==> src/hdl/lcd_pkg.sv <==
`default_nettype none

package lcd_pkg;

    // ST7789 command codes used by the controller
    typedef enum logic [7:0] {
        CMD_SWRESET = 8'h01,
        CMD_SLPOUT  = 8'h11,
        CMD_INVON   = 8'h21,
        CMD_DISPON  = 8'h29,
        CMD_CASET   = 8'h2A,
        CMD_RASET   = 8'h2B,
        CMD_RAMWR   = 8'h2C
    } lcd_cmd_e;

    typedef struct packed {
        logic [7:0] data;
        logic       user; // parameter or pixel byte
        logic       last; // last byte of packet
    } lcd_byte_t;

    typedef struct packed {
        logic [7:0] x_start;
        logic [7:0] x_end;
        logic [7:0] y_start;
        logic [7:0] y_end;
    } seg_rect_t;

    typedef struct packed {
        logic [15:0] x_low;
        logic [15:0] x_high;
        logic [15:0] y_low;
        logic [15:0] y_high;
    } lcd_window_t;

    typedef logic [6:0] digit_seg_t; // bit 0 = a ... bit 6 = g

    typedef struct packed {
        digit_seg_t hour_h;
        digit_seg_t hour_l;
        digit_seg_t min_h;
        digit_seg_t min_l;
        digit_seg_t sec_h;
        digit_seg_t sec_l;
    } time_digits_t;

    localparam int NUM_DIGITS       = 6;
    localparam int NUM_SEGMENTS     = 7;
    localparam int PANEL_LAST_COORD = 239;

endpackage

`default_nettype wire

==> src/hdl/segment_rom.sv <==
`default_nettype none

module segment_rom (
    input  wire  logic              CLK,
    input  wire  logic [2:0]        seg_index,
    output lcd_pkg::seg_rect_t      seg_rect
);

    import lcd_pkg::*;

    // 20x40 cell with 4 pixel strokes
    always_ff @(posedge CLK) begin
        case (seg_index)
            3'd0: seg_rect <= '{x_start: 8'd0,  x_end: 8'd19, y_start: 8'd0,  y_end: 8'd3};
            3'd1: seg_rect <= '{x_start: 8'd16, x_end: 8'd19, y_start: 8'd0,  y_end: 8'd19};
            3'd2: seg_rect <= '{x_start: 8'd16, x_end: 8'd19, y_start: 8'd20, y_end: 8'd39};
            3'd3: seg_rect <= '{x_start: 8'd0,  x_end: 8'd19, y_start: 8'd36, y_end: 8'd39};
            3'd4: seg_rect <= '{x_start: 8'd0,  x_end: 8'd3,  y_start: 8'd20, y_end: 8'd39};
            3'd5: seg_rect <= '{x_start: 8'd0,  x_end: 8'd3,  y_start: 8'd0,  y_end: 8'd19};
            3'd6: seg_rect <= '{x_start: 8'd0,  x_end: 8'd19, y_start: 8'd18, y_end: 8'd21};
            default: seg_rect <= '0;
        endcase
    end

    // controller never walks past segment g
    a_seg_index_range : assert property (
        @(posedge CLK) !$isunknown(seg_index) |-> seg_index < 3'(NUM_SEGMENTS)
    );

endmodule

`default_nettype wire

==> src/hdl/window_calc.sv <==
`default_nettype none

module window_calc #(
    parameter int SYMBOL_PITCH = 30,
    parameter int OFFSET_X     = 0,
    parameter int OFFSET_Y     = 0
) (
    input  wire  logic                CLK,
    input  wire  logic [2:0]          digit_index,
    input  wire  lcd_pkg::seg_rect_t  seg_rect,
    output lcd_pkg::lcd_window_t      window,
    output logic [15:0]               pixel_count
);

    logic [15:0] x_base;
    logic [15:0] rect_width;
    logic [15:0] rect_height;

    // left edge of the digit cell on the panel
    assign x_base = 16'(OFFSET_X) + 16'(digit_index) * 16'(SYMBOL_PITCH);

    assign rect_width  = 16'(seg_rect.x_end) - 16'(seg_rect.x_start) + 16'd1;
    assign rect_height = 16'(seg_rect.y_end) - 16'(seg_rect.y_start) + 16'd1;

    always_ff @(posedge CLK) begin
        window.x_low  <= x_base + 16'(seg_rect.x_start);
        window.x_high <= x_base + 16'(seg_rect.x_end);
        window.y_low  <= 16'(OFFSET_Y) + 16'(seg_rect.y_start);
        window.y_high <= 16'(OFFSET_Y) + 16'(seg_rect.y_end);
        pixel_count   <= rect_width * rect_height; // pixels in rectangle
    end

endmodule

`default_nettype wire

==> src/hdl/stream_out.sv <==
`default_nettype none

module stream_out (
    input  wire  logic               CLK,
    input  wire  logic               RESET,
    input  wire  lcd_pkg::lcd_byte_t byte_in,
    input  wire  logic               byte_push,
    output logic                     byte_space,
    output logic [7:0]               m_axis_tdata,
    output logic                     m_axis_tuser,
    output logic                     m_axis_tlast,
    output logic                     m_axis_tvalid,
    input  wire  logic               m_axis_tready
);

    import lcd_pkg::*;

    lcd_byte_t out_reg;
    logic      out_valid;

    // free now or emptied at this edge
    assign byte_space = !out_valid || m_axis_tready;

    always_ff @(posedge CLK) begin
        if (RESET) begin
            out_valid <= 1'b0;
        end else if (byte_push) begin
            out_valid <= 1'b1;
        end else if (m_axis_tready) begin
            out_valid <= 1'b0;
        end
    end

    always_ff @(posedge CLK) begin
        if (byte_push) begin
            out_reg <= byte_in;
        end
    end

    assign m_axis_tdata  = out_reg.data;
    assign m_axis_tuser  = out_reg.user;
    assign m_axis_tlast  = out_reg.last;
    assign m_axis_tvalid = out_valid;

    a_push_has_space : assert property (
        @(posedge CLK) disable iff (RESET) byte_push |-> byte_space
    );

    a_stall_stable : assert property (
        @(posedge CLK) disable iff (RESET)
        out_valid && !m_axis_tready |=> out_valid && $stable(out_reg)
    );

endmodule

`default_nettype wire

==> src/hdl/lcd_ctrl.sv <==
`default_nettype none

module lcd_ctrl #(
    parameter int          PAUSE_CYCLES     = 500,
    parameter logic [23:0] FONT_COLOR       = 24'hFFFFFF,
    parameter logic [23:0] BACKGROUND_COLOR = 24'h000000
) (
    input  wire  logic                  CLK,
    input  wire  logic                  RESET,
    input  wire  lcd_pkg::time_digits_t time_digits,
    input  wire  logic                  time_valid,
    input  wire  logic                  byte_space,
    output lcd_pkg::lcd_byte_t          byte_in,
    output logic                        byte_push,
    output logic [2:0]                  seg_index,
    output logic [2:0]                  digit_index,
    input  wire  lcd_pkg::lcd_window_t  window,
    input  wire  logic [15:0]           pixel_count
);

    import lcd_pkg::*;

    localparam int PAUSE_W = $clog2(PAUSE_CYCLES + 1);

    typedef enum logic [3:0] {
        ST_START,
        ST_SWRESET,
        ST_PAUSE,
        ST_SLPOUT,
        ST_INVON,
        ST_DISPON,
        ST_CASET_FULL,
        ST_RASET_FULL,
        ST_IDLE,
        ST_SETTLE,
        ST_CASET,
        ST_RASET,
        ST_RAMWR,
        ST_PIXELS
    } state_e;

    state_e       state;
    logic [2:0]   byte_cnt;
    logic [15:0]  pix_cnt;
    logic [PAUSE_W-1:0] pause_cnt;
    logic         settle_cnt;
    time_digits_t digits_q;
    digit_seg_t   cur_digit;
    logic         seg_on;
    logic         win_done;
    logic         pix_done;
    logic         frame_done;
    lcd_cmd_e     win_cmd;
    logic [15:0]  win_lo;
    logic [15:0]  win_hi;
    logic [23:0]  color;

    always_comb begin
        case (digit_index)
            3'd0: cur_digit = digits_q.hour_h;
            3'd1: cur_digit = digits_q.hour_l;
            3'd2: cur_digit = digits_q.min_h;
            3'd3: cur_digit = digits_q.min_l;
            3'd4: cur_digit = digits_q.sec_h;
            default: cur_digit = digits_q.sec_l;
        endcase
    end

    assign seg_on = cur_digit[seg_index];
    assign color  = seg_on ? FONT_COLOR : BACKGROUND_COLOR;

    assign win_done   = byte_push && byte_cnt == 3'd4;
    assign pix_done   = byte_push && byte_cnt == 3'd2 && pix_cnt == pixel_count - 16'd1;
    assign frame_done = seg_index == 3'(NUM_SEGMENTS - 1) && digit_index == 3'(NUM_DIGITS - 1);

    // window packet source
    always_comb begin
        case (state)
            ST_CASET_FULL: begin
                win_cmd = CMD_CASET;
                win_lo  = 16'd0;
                win_hi  = 16'(PANEL_LAST_COORD);
            end
            ST_RASET_FULL: begin
                win_cmd = CMD_RASET;
                win_lo  = 16'd0;
                win_hi  = 16'(PANEL_LAST_COORD);
            end
            ST_CASET: begin
                win_cmd = CMD_CASET;
                win_lo  = window.x_low;
                win_hi  = window.x_high;
            end
            default: begin
                win_cmd = CMD_RASET;
                win_lo  = window.y_low;
                win_hi  = window.y_high;
            end
        endcase
    end

    always_comb begin
        byte_in   = '{data: 8'h00, user: 1'b0, last: 1'b1};
        byte_push = 1'b0;
        case (state)
            ST_SWRESET, ST_SLPOUT, ST_INVON, ST_DISPON: begin
                byte_push = byte_space;
                case (state)
                    ST_SWRESET: byte_in.data = CMD_SWRESET;
                    ST_SLPOUT:  byte_in.data = CMD_SLPOUT;
                    ST_INVON:   byte_in.data = CMD_INVON;
                    default:    byte_in.data = CMD_DISPON;
                endcase
            end
            ST_CASET_FULL, ST_RASET_FULL, ST_CASET, ST_RASET: begin
                byte_push    = byte_space;
                byte_in.user = byte_cnt != 3'd0;
                byte_in.last = byte_cnt == 3'd4;
                case (byte_cnt)
                    3'd0: byte_in.data = win_cmd;
                    3'd1: byte_in.data = win_lo[15:8];
                    3'd2: byte_in.data = win_lo[7:0];
                    3'd3: byte_in.data = win_hi[15:8];
                    default: byte_in.data = win_hi[7:0];
                endcase
            end
            ST_RAMWR: begin
                byte_push    = byte_space;
                byte_in.data = CMD_RAMWR;
                byte_in.last = 1'b0; // pixels follow in the same packet
            end
            ST_PIXELS: begin
                byte_push    = byte_space;
                byte_in.user = 1'b1;
                byte_in.last = byte_cnt == 3'd2 && pix_cnt == pixel_count - 16'd1;
                case (byte_cnt)
                    3'd0: byte_in.data = color[23:16];
                    3'd1: byte_in.data = color[15:8];
                    default: byte_in.data = color[7:0];
                endcase
            end
            default: ;
        endcase
    end

    always_ff @(posedge CLK) begin
        if (RESET) begin
            state       <= ST_START;
            byte_cnt    <= '0;
            pix_cnt     <= '0;
            pause_cnt   <= '0;
            settle_cnt  <= 1'b0;
            seg_index   <= '0;
            digit_index <= '0;
        end else begin
            case (state)
                ST_START: state <= ST_SWRESET;
                ST_SWRESET: if (byte_push) state <= ST_PAUSE;
                ST_PAUSE: begin
                    if (byte_space) begin // counts from swreset acceptance
                        pause_cnt <= pause_cnt + 1'b1;
                        if (pause_cnt == PAUSE_W'(PAUSE_CYCLES - 1)) begin
                            state <= ST_SLPOUT;
                        end
                    end
                end
                ST_SLPOUT: if (byte_push) state <= ST_INVON;
                ST_INVON:  if (byte_push) state <= ST_DISPON;
                ST_DISPON: if (byte_push) state <= ST_CASET_FULL;
                ST_CASET_FULL, ST_RASET_FULL, ST_CASET, ST_RASET: begin
                    if (byte_push) begin
                        byte_cnt <= win_done ? 3'd0 : byte_cnt + 3'd1;
                    end
                    if (win_done) begin
                        case (state)
                            ST_CASET_FULL: state <= ST_RASET_FULL;
                            ST_RASET_FULL: state <= ST_IDLE;
                            ST_CASET:      state <= ST_RASET;
                            default:       state <= ST_RAMWR;
                        endcase
                    end
                end
                ST_IDLE: begin
                    pause_cnt <= '0;
                    if (time_valid) begin
                        state <= ST_SETTLE;
                    end
                end
                ST_SETTLE: begin
                    settle_cnt <= !settle_cnt;
                    if (settle_cnt) begin // rom and window stages refilled
                        state <= ST_CASET;
                    end
                end
                ST_RAMWR: if (byte_push) state <= ST_PIXELS;
                ST_PIXELS: begin
                    if (byte_push) begin
                        byte_cnt <= byte_cnt == 3'd2 ? 3'd0 : byte_cnt + 3'd1;
                        if (byte_cnt == 3'd2) begin
                            pix_cnt <= pix_done ? 16'd0 : pix_cnt + 16'd1;
                        end
                    end
                    if (pix_done) begin
                        if (frame_done) begin
                            seg_index   <= '0;
                            digit_index <= '0;
                            state       <= ST_IDLE;
                        end else if (seg_index == 3'(NUM_SEGMENTS - 1)) begin
                            seg_index   <= '0;
                            digit_index <= digit_index + 3'd1;
                            state       <= ST_SETTLE;
                        end else begin
                            seg_index <= seg_index + 3'd1;
                            state     <= ST_SETTLE;
                        end
                    end
                end
                default: state <= ST_START;
            endcase
        end
    end

    // digits held for the whole frame
    always_ff @(posedge CLK) begin
        if (state == ST_IDLE && time_valid) begin
            digits_q <= time_digits;
        end
    end

endmodule

`default_nettype wire

==> src/hdl/time_display_top.sv <==
`default_nettype none

module time_display_top #(
    parameter int          SYMBOL_PITCH     = 30,
    parameter int          OFFSET_X         = 0,
    parameter int          OFFSET_Y         = 0,
    parameter int          PAUSE_CYCLES     = 500,
    parameter logic [23:0] FONT_COLOR       = 24'hFFFFFF,
    parameter logic [23:0] BACKGROUND_COLOR = 24'h000000
) (
    input  wire  logic                  CLK,
    input  wire  logic                  RESET,
    input  wire  lcd_pkg::time_digits_t time_digits,
    input  wire  logic                  time_valid,
    output logic [7:0]                  m_axis_tdata,
    output logic                        m_axis_tuser,
    output logic                        m_axis_tlast,
    output logic                        m_axis_tvalid,
    input  wire  logic                  m_axis_tready
);

    import lcd_pkg::*;

    lcd_byte_t   byte_in;
    logic        byte_push;
    logic        byte_space;
    logic [2:0]  seg_index;
    logic [2:0]  digit_index;
    seg_rect_t   seg_rect;
    lcd_window_t window;
    logic [15:0] pixel_count;

    lcd_ctrl #(
        .PAUSE_CYCLES     (PAUSE_CYCLES),
        .FONT_COLOR       (FONT_COLOR),
        .BACKGROUND_COLOR (BACKGROUND_COLOR)
    ) lcd_ctrl_i (
        .CLK         (CLK),
        .RESET       (RESET),
        .time_digits (time_digits),
        .time_valid  (time_valid),
        .byte_space  (byte_space),
        .byte_in     (byte_in),
        .byte_push   (byte_push),
        .seg_index   (seg_index),
        .digit_index (digit_index),
        .window      (window),
        .pixel_count (pixel_count)
    );

    segment_rom segment_rom_i (
        .CLK       (CLK),
        .seg_index (seg_index),
        .seg_rect  (seg_rect)
    );

    window_calc #(
        .SYMBOL_PITCH (SYMBOL_PITCH),
        .OFFSET_X     (OFFSET_X),
        .OFFSET_Y     (OFFSET_Y)
    ) window_calc_i (
        .CLK         (CLK),
        .digit_index (digit_index),
        .seg_rect    (seg_rect),
        .window      (window),
        .pixel_count (pixel_count)
    );

    stream_out stream_out_i (
        .CLK           (CLK),
        .RESET         (RESET),
        .byte_in       (byte_in),
        .byte_push     (byte_push),
        .byte_space    (byte_space),
        .m_axis_tdata  (m_axis_tdata),
        .m_axis_tuser  (m_axis_tuser),
        .m_axis_tlast  (m_axis_tlast),
        .m_axis_tvalid (m_axis_tvalid),
        .m_axis_tready (m_axis_tready)
    );

endmodule

`default_nettype wire

==> config.mk <==
export PLATFORM = sky130hd
export DESIGN_NAME = time_display_top
export DESIGN_NICKNAME = d
export VERILOG_FILES = /design/src/hdl/lcd_pkg.sv /design/src/hdl/segment_rom.sv /design/src/hdl/window_calc.sv /design/src/hdl/stream_out.sv /design/src/hdl/lcd_ctrl.sv /design/src/hdl/time_display_top.sv
export SDC_FILE = /design/constraint.sdc
export NUM_CORES = 1
export LEC_CHECK = 0
export BUFFER_PORTS_ARGS = -buffer_cell sky130_fd_sc_hd__buf_2
export CAP_MARGIN = 20
export CORE_MARGIN = 5
export CORE_UTILIZATION = 46
export CTS_BUF_LIST = sky130_fd_sc_hd__clkbuf_16
export CTS_CLUSTER_DIAMETER = 200
export CTS_CLUSTER_SIZE = 28
export DETAILED_ROUTE_END_ITERATION = 10
export GPL_ROUTABILITY_DRIVEN = 0
export GPL_TIMING_DRIVEN = 0
export PLACE_DENSITY = 0.62
export SLEW_MARGIN = 20
export SYNTH_ARGS = -nofsm -noshare
export SYNTH_HDL_FRONTEND = slang
export SYNTH_SLANG_ARGS = --single-unit
==> constraint.sdc <==
create_clock -name CLK -period 10.3 [get_ports CLK]
set_input_delay 0.515 -clock CLK [delete_from_list [all_inputs] [get_ports CLK]]
set_output_delay 0.515 -clock CLK [all_outputs]
set_load 0.01 [all_outputs]
# Word level (Yosys, flattened, before mapping)
# Index checks and enable logic that the tools add are counted.
classes:
  magnitude_cmp: 1
  reduce_logical: 29
  n_eq_ne: 43
  n_bitwise: 0
  n_div: 0
  n_mul: 2
  n_addsub: 12
  shifts: 0
  mux: 43
op_table:
  columns: ["operator", "n"]
  rows:
  - ["$pmux 29 s7", 1]
  - ["$pmux 16 s2", 2]
  - ["$pmux 8 s4", 2]
  - ["$add 16x1->16 const B", 3]
  - ["$mux 4", 11]
  - ["$pmux 4 s11", 1]
  - ["$pmux 7 s5", 1]
  - ["$eq 4x4->1 const B", 6]
  - ["$mux 24", 1]
  - ["$mux 3", 8]
  - ["$ne 2x1->1 const B", 11]
  - ["$eq 3x2->1 const B", 6]
  - ["$eq 3x3->1 const B", 6]
  - ["$pmux 6 s3", 1]
  - ["$pmux 9 s2", 1]
  - ["$eq 16x16->1", 1]
  - ["$eq 4x3->1 const B", 4]
  - ["$mul 16x16->16", 1]
  - ["$mux 16", 1]
  - ["$pmux 8 s2", 1]
  - ["$sub 16x1->16 const B", 1]
  - ["$pmux 4 s3", 1]
  - ["$reduce_and 11->1", 1]
  - ["$reduce_or 10->1", 1]
  - ["other kinds (30)", 57]
word_totals:
  latch_bits: 0
  romBits: 0
  mem_count: 0
  word_cells: 156
  out_inout_bits: 11
  ff_bits: 185
  mem_bits_rw: 0

# Depth between registers and ports, before layout
logic_depth:
  ltp_word: 7
  depth_mapped: 27

# Cells and area by module
# Synthesis repeated with hierarchy kept, for this count alone.
hier_totals:
  hier_cells: 1283
  area_unflattened_um2: 12040.3
by_module_without_submodules:
  columns: ["mod", "cells_each", "area_each_um2", "n_inst", "seq_area_each_um2"]
  rows:
  - ["window_calc", 662, 6148.4, 1, 1001.0]
  - ["lcd_ctrl", 556, 5076.1, 1, 2042.0]
  - ["segment_rom", 51, 469.2, 1, 200.2]
  - ["stream_out", 14, 346.6, 1, 320.3]

# Worst setup path before layout
# No wires, ideal clock.
synth_path:
  path_type: "register to register"
  from: "register segment_rom_i.seg_rect[1] (netlist name)"
  to: "register window_calc_i.pixel_count[15]"
  n_path_buf: 0
  path_slack_ns: 3.875
  stages_incl_launch_ff: 25
  arrival_time_ns: 6.305
  cell_sequence: "dfxtp_1 inv_1 ha_1 inv_1 fa_1 fa_1 xor2_1 and3_1 xnor2_1 nand2b_1 fa_1 fa_1 inv_1 fa_1 inv_1 fa_1 inv_1 fa_1 inv_1 fa_1 inv_1 ha_1 o41ai_1 o21ai_0 xnor2_1"
synth_via:
  elab_chain_len: 3
synth_lines:
  columns: ["item", "line_no", "text"]
  rows:
  - ["$sub 8x8->9", "window_calc.sv:23", "assign rect_height = 16'(seg_rect.y_end) - 16'(seg_rect.y_start) + 16'd1;"]
  - ["$add 16x1->16", "window_calc.sv:23", null]
  - ["$mul 16x16->16", "window_calc.sv:30", "pixel_count <= rect_width * rect_height;"]
  - ["end signal, assigned", "window_calc.sv:30", null]
  - ["end, declared", "window_calc.sv:12", "output logic [15:0] pixel_count"]
# Every way passes these cells.
# A chain may end at the register's enable or synchronous reset.

# Worst setup path in the final report
layout_path:
  from: "register segment_rom_i.seg_rect[9] (netlist name)"
  to: "register window_calc_i.pixel_count[15]"
layout_via:
  elab_chain_len: 3
layout_lines:
  columns: ["item", "line_no"]
  rows:
  - ["$sub 8x8->9", "window_calc.sv:23"]
  - ["$add 16x1->16", "window_calc.sv:23"]
  - ["$mul 16x16->16", "window_calc.sv:30"]
# Every way passes these cells.

==> run summary <==
* status: completed
* smallest hold slack: 255.1 ps
* core area: 19,530 um^2
* Area Growth Syn to Fin: 14.00%
* final slew viol count: 0
* cells along the critical path: ha_1, inv_1, fa_1, fa_1, xor2_1, and3_1, xnor2_1, nand2b_1, fa_1, fa_1, inv_1, fa_1, inv_1, fa_1, inv_1, fa_1, inv_1, fa_1, inv_1, ha_1, o41ai_1, o21ai_0, xnor2_1
* count of buffers inserted at the top-level ports: 55
* IR drop worst, VDD: 0.1359 mV
* Post-DP HPWL: 14,400 um
* multi-input logic area: 5306 um^2
* reg-to-reg endpoint: window_calc_i.pixel_count[15]
* number of flops mapped to enable cells by yosys: 52
* final-layout setup total negative slack: 0 ps
* first-pass iteration count of the detailed router: 5
* most used cell, CP: sky130_fd_sc_hd__fa_1
* Routed WL per cell: 14.81 um
* total power density per cell area: 144.8 nW/um^2
* Resized cells post-CTS: 0
* Final Core Density: 0.5332
* logic depth of the worst path, buffers included: 23
* synth unique cells: 79
* register cell area after layout: 3363 um^2
* number of antenna cells inserted: 0
* number of antenna violations at the first check in global routing: 0
* Avg Inst Size Synth: 10.05 um^2
* fraction of final layout cells with drive strength greater than 1: 0.1088
* Vias: 6,605
* number of DRC markers in iteration 0: 440
* overflow left after global routing: 0
* required arrival time at the worst endpoint: 10,620 ps
* final setup violation count: 0
* final period utilization: 0.6844
* data arrival at the endpoint of the critical path: 7370 ps
* buffer and inverter count on the worst path: 6
* most area-consuming cells after synthesis: sky130_fd_sc_hd__dfxtp_1 (20%), sky130_fd_sc_hd__edfxtp_1 (17%), sky130_fd_sc_hd__fa_1 (11%)
* crit path time final: 7050 ps
* worst relative slew slack: 0.3970
* clock tree skew after final layout: 8.618 ps
* Max Root-Sink Buffers: 2
* type of the worst min-delay path: input port to flop
* critical path start-end classification: flop to flop
* number of inserted filler cells in the final layout: 1,798
* initial standard-cell utilization of the core: 0.4677
* area share of the largest cell type after synthesis: 0.1973
* top flip-flop cell by instance count after synthesis: sky130_fd_sc_hd__dfxtp_1
* instance count after placement with tap cells included: 1,235
* maximum frequency from static timing analysis: 141.8 MHz
* largest stage delay on the critical path: 580 ps
* largest fanout of any net on the critical path: 4
* #FFs+latches synth: 142
* die area: 22,770 um^2
* Warnings, synthesis: 0
* worst-margin pin slew: 897.6 ps
* clock root buffer master: sky130_fd_sc_hd__clkbuf_16
* count of clock tree sinks: 142
* Final Hold Fails: 0
* Worst Hold Depth: 1
* number of post-CTS setup repair buffers: 0
* number of global-route vias before repair: 6,419
* final net count: 1,161
* clock buffers created by TritonCTS: 17
* Syn Inst Count: 909
* I/O pin count: 57
* hold_buf cts: 0
* type of element launching the critical path: flop
* cell at the slowest stage of the critical path: sky130_fd_sc_hd__o41ai_1
* path depth of the worst reg2reg path: 23
* crit path launch: segment_rom_i.seg_rect[9]
* cell taking the most area after synthesis: sky130_fd_sc_hd__dfxtp_1
* CP endpoint kind: flop
* fraction of registers with async set or reset after synthesis: 0
* placement row count: 51
* Die Wd: 150.9 um
* mapped cell area: 9133 um^2
* reported max-cap violation count: 0
* number of nets with antenna violations after detailed routing: 0
* leakage power total: 4.417 nW
* clock slew at the register clock pins of the worst setup and hold paths: 70 ps
* pin count of the biggest net entering global routing: 23
* TritonCTS clock tree: built
* RSZ-0062 raised after global routing: no
* last element of the critical path: window_calc_i.pixel_count[15]
* DRT Wirelength: 18,760 um
* Die H: 150.9 um
* setup slack on the worst flop-to-flop path: 3250 ps
* HP Start: time_digits[28]
* source of the worst register-to-register timing path: segment_rom_i.seg_rect[9]
* DR vias/cell: 5.213
* total track usage: 0.1708
* wire length of the first global-routing pass: 31,150 um
* DRC violations left: 0
* Worst-Skew Late Latency: 430 ps
* CP top delay family: adder cells
* H-tree level count: 4
* sequential share of the synthesized area: 0.3683
* Final Instance Count excl. Fillers: 1,267
-- worst min path at each step --
stage	endpoint	slack, ps
final	lcd_ctrl_i.digits_q[28]	260
after CTS	lcd_ctrl_i.digits_q[41]	240
after floorplan	window_calc_i.window[1]	330
after global placement	window_calc_i.window[1]	340
after global routing	lcd_ctrl_i.digits_q[21]	240
after detailed placement	window_calc_i.window[1]	340
-- cell usage after synthesis (all sizes together), types with 9 or more instances --
| library cell | n |
|---|---|
| inv | 99 |
| dfxtp | 90 |
| nor2 | 76 |
| ha | 75 |
| edfxtp | 52 |
| xnor2 | 52 |
| fa | 51 |
| nand2 | 48 |
| a21oi | 41 |
| xor2 | 32 |
| o21ai | 24 |
| nor2b | 22 |
| nand3 | 21 |
| clkbuf | 19 |
| nor3 | 15 |
| a22oi | 13 |
| and2 | 12 |
| mux2i | 10 |
| nand2b | 10 |
| and3 | 9 |
-- sequential cells by signal (all words and copies together) (netlist names) --
signal,flops
lcd_ctrl_i.byte_cnt,3
stream_out_i.m_axis_tvalid,1
lcd_ctrl_i.settle_cnt,1
lcd_ctrl_i.seg_index,3
lcd_ctrl_i.state,4
stream_out_i.m_axis_tdata,8
window_calc_i.window,24
lcd_ctrl_i.digit_index,3
stream_out_i.m_axis_tlast,1
lcd_ctrl_i.pix_cnt,16
stream_out_i.m_axis_tuser,1
lcd_ctrl_i.pause_cnt,9
segment_rom_i.seg_rect,10
window_calc_i.pixel_count,16
lcd_ctrl_i.digits_q,42
-- power by group --
part | internal, W | switching (W)
Combinational | 0.0000910 | 0.000160
Clock | 0.000330 | 0.000290
Sequential | 0.000621 | 0.0000155
-- final cells by class --
cell class | instances | area share
repair buffers | 57 | 0.03016
inverters | 101 | 0.03641
clock inverters | 15 | 0.01731
plain buffers | 27 | 0.01070
multi-input cells | 643 | 0.5097
flip-flops and latches | 142 | 0.3230
clock buffers | 17 | 0.04086
well taps | 265 | 0.03185
-- metrics by stage --
step	power (W)	worst slack [ps]	instance area [um^2]
final	0.001508	3250	10410
after global routing	0.001575	2863	10410
after CTS	0.001519	3248	10410
after detailed placement	0.0008950	3306	9806
after global placement	0.0008866	3340	9754
after floorplan	0.0008125	3875	9148
-- placed cells by master (no fill, tap or decap), types with 17 or more instances in the layout --
master                      netlist  layout
sky130_fd_sc_hd__o21ai_0         18      18
sky130_fd_sc_hd__fa_1            51      51
sky130_fd_sc_hd__nand2_1         48      48
sky130_fd_sc_hd__nor2b_1         22      22
sky130_fd_sc_hd__xor2_1          32      32
sky130_fd_sc_hd__clkbuf_16        0      17
sky130_fd_sc_hd__dfxtp_1         90      90
sky130_fd_sc_hd__clkbuf_1        19      19
sky130_fd_sc_hd__inv_1           99      99
sky130_fd_sc_hd__ha_1            75      75
sky130_fd_sc_hd__nand3_1         21      21
sky130_fd_sc_hd__xnor2_1         52      52
sky130_fd_sc_hd__nor2_1          76      75
sky130_fd_sc_hd__buf_2            2      57
sky130_fd_sc_hd__edfxtp_1        52      52
sky130_fd_sc_hd__a21oi_1         41      41
-- logic make-up (layout without fill, tap and decap cells) --
family | Yosys count | after routing | synth area share
AOI/OAI and AO/OA | 153 | 153 | 0.1137
xor gates and xnor gates | 85 | 85 | 0.08303
adders and majority gates | 126 | 126 | 0.2146
buffers and inverters | 128 | 217 | 0.05371
DFF | 142 | 142 | 0.3683
muxes | 12 | 12 | 0.01343
other | 2 | 6 | 0.0008223
and+or+nand+nor | 261 | 261 | 0.1525
-- worst reg2reg max path: stages (launching register included) --
cell	delay, ps
sky130_fd_sc_hd__dfxtp_1	350
sky130_fd_sc_hd__ha_1	160
sky130_fd_sc_hd__inv_1	50
sky130_fd_sc_hd__fa_1	440
sky130_fd_sc_hd__fa_1	450
sky130_fd_sc_hd__xor2_1	200
sky130_fd_sc_hd__and3_1	220
sky130_fd_sc_hd__xnor2_1	370
sky130_fd_sc_hd__nand2b_1	180
sky130_fd_sc_hd__fa_1	480
sky130_fd_sc_hd__fa_1	530
sky130_fd_sc_hd__inv_1	50
sky130_fd_sc_hd__fa_1	490
sky130_fd_sc_hd__inv_1	50
sky130_fd_sc_hd__fa_1	470
sky130_fd_sc_hd__inv_1	50
sky130_fd_sc_hd__fa_1	520
sky130_fd_sc_hd__inv_1	50
sky130_fd_sc_hd__fa_1	520
sky130_fd_sc_hd__inv_1	40
sky130_fd_sc_hd__ha_1	220
sky130_fd_sc_hd__o41ai_1	580
sky130_fd_sc_hd__o21ai_0	210
sky130_fd_sc_hd__xnor2_1	250
-- metal layers --
layer	GRT usage	wire, um	share of wire
met3	0.03142	857	0.046
met2	0.2699	8665	0.46
met5	0	0	0
met4	0.04170	197	0.010
met1	0.2439	9043	0.48
Power figures use the tool's default switching activity.
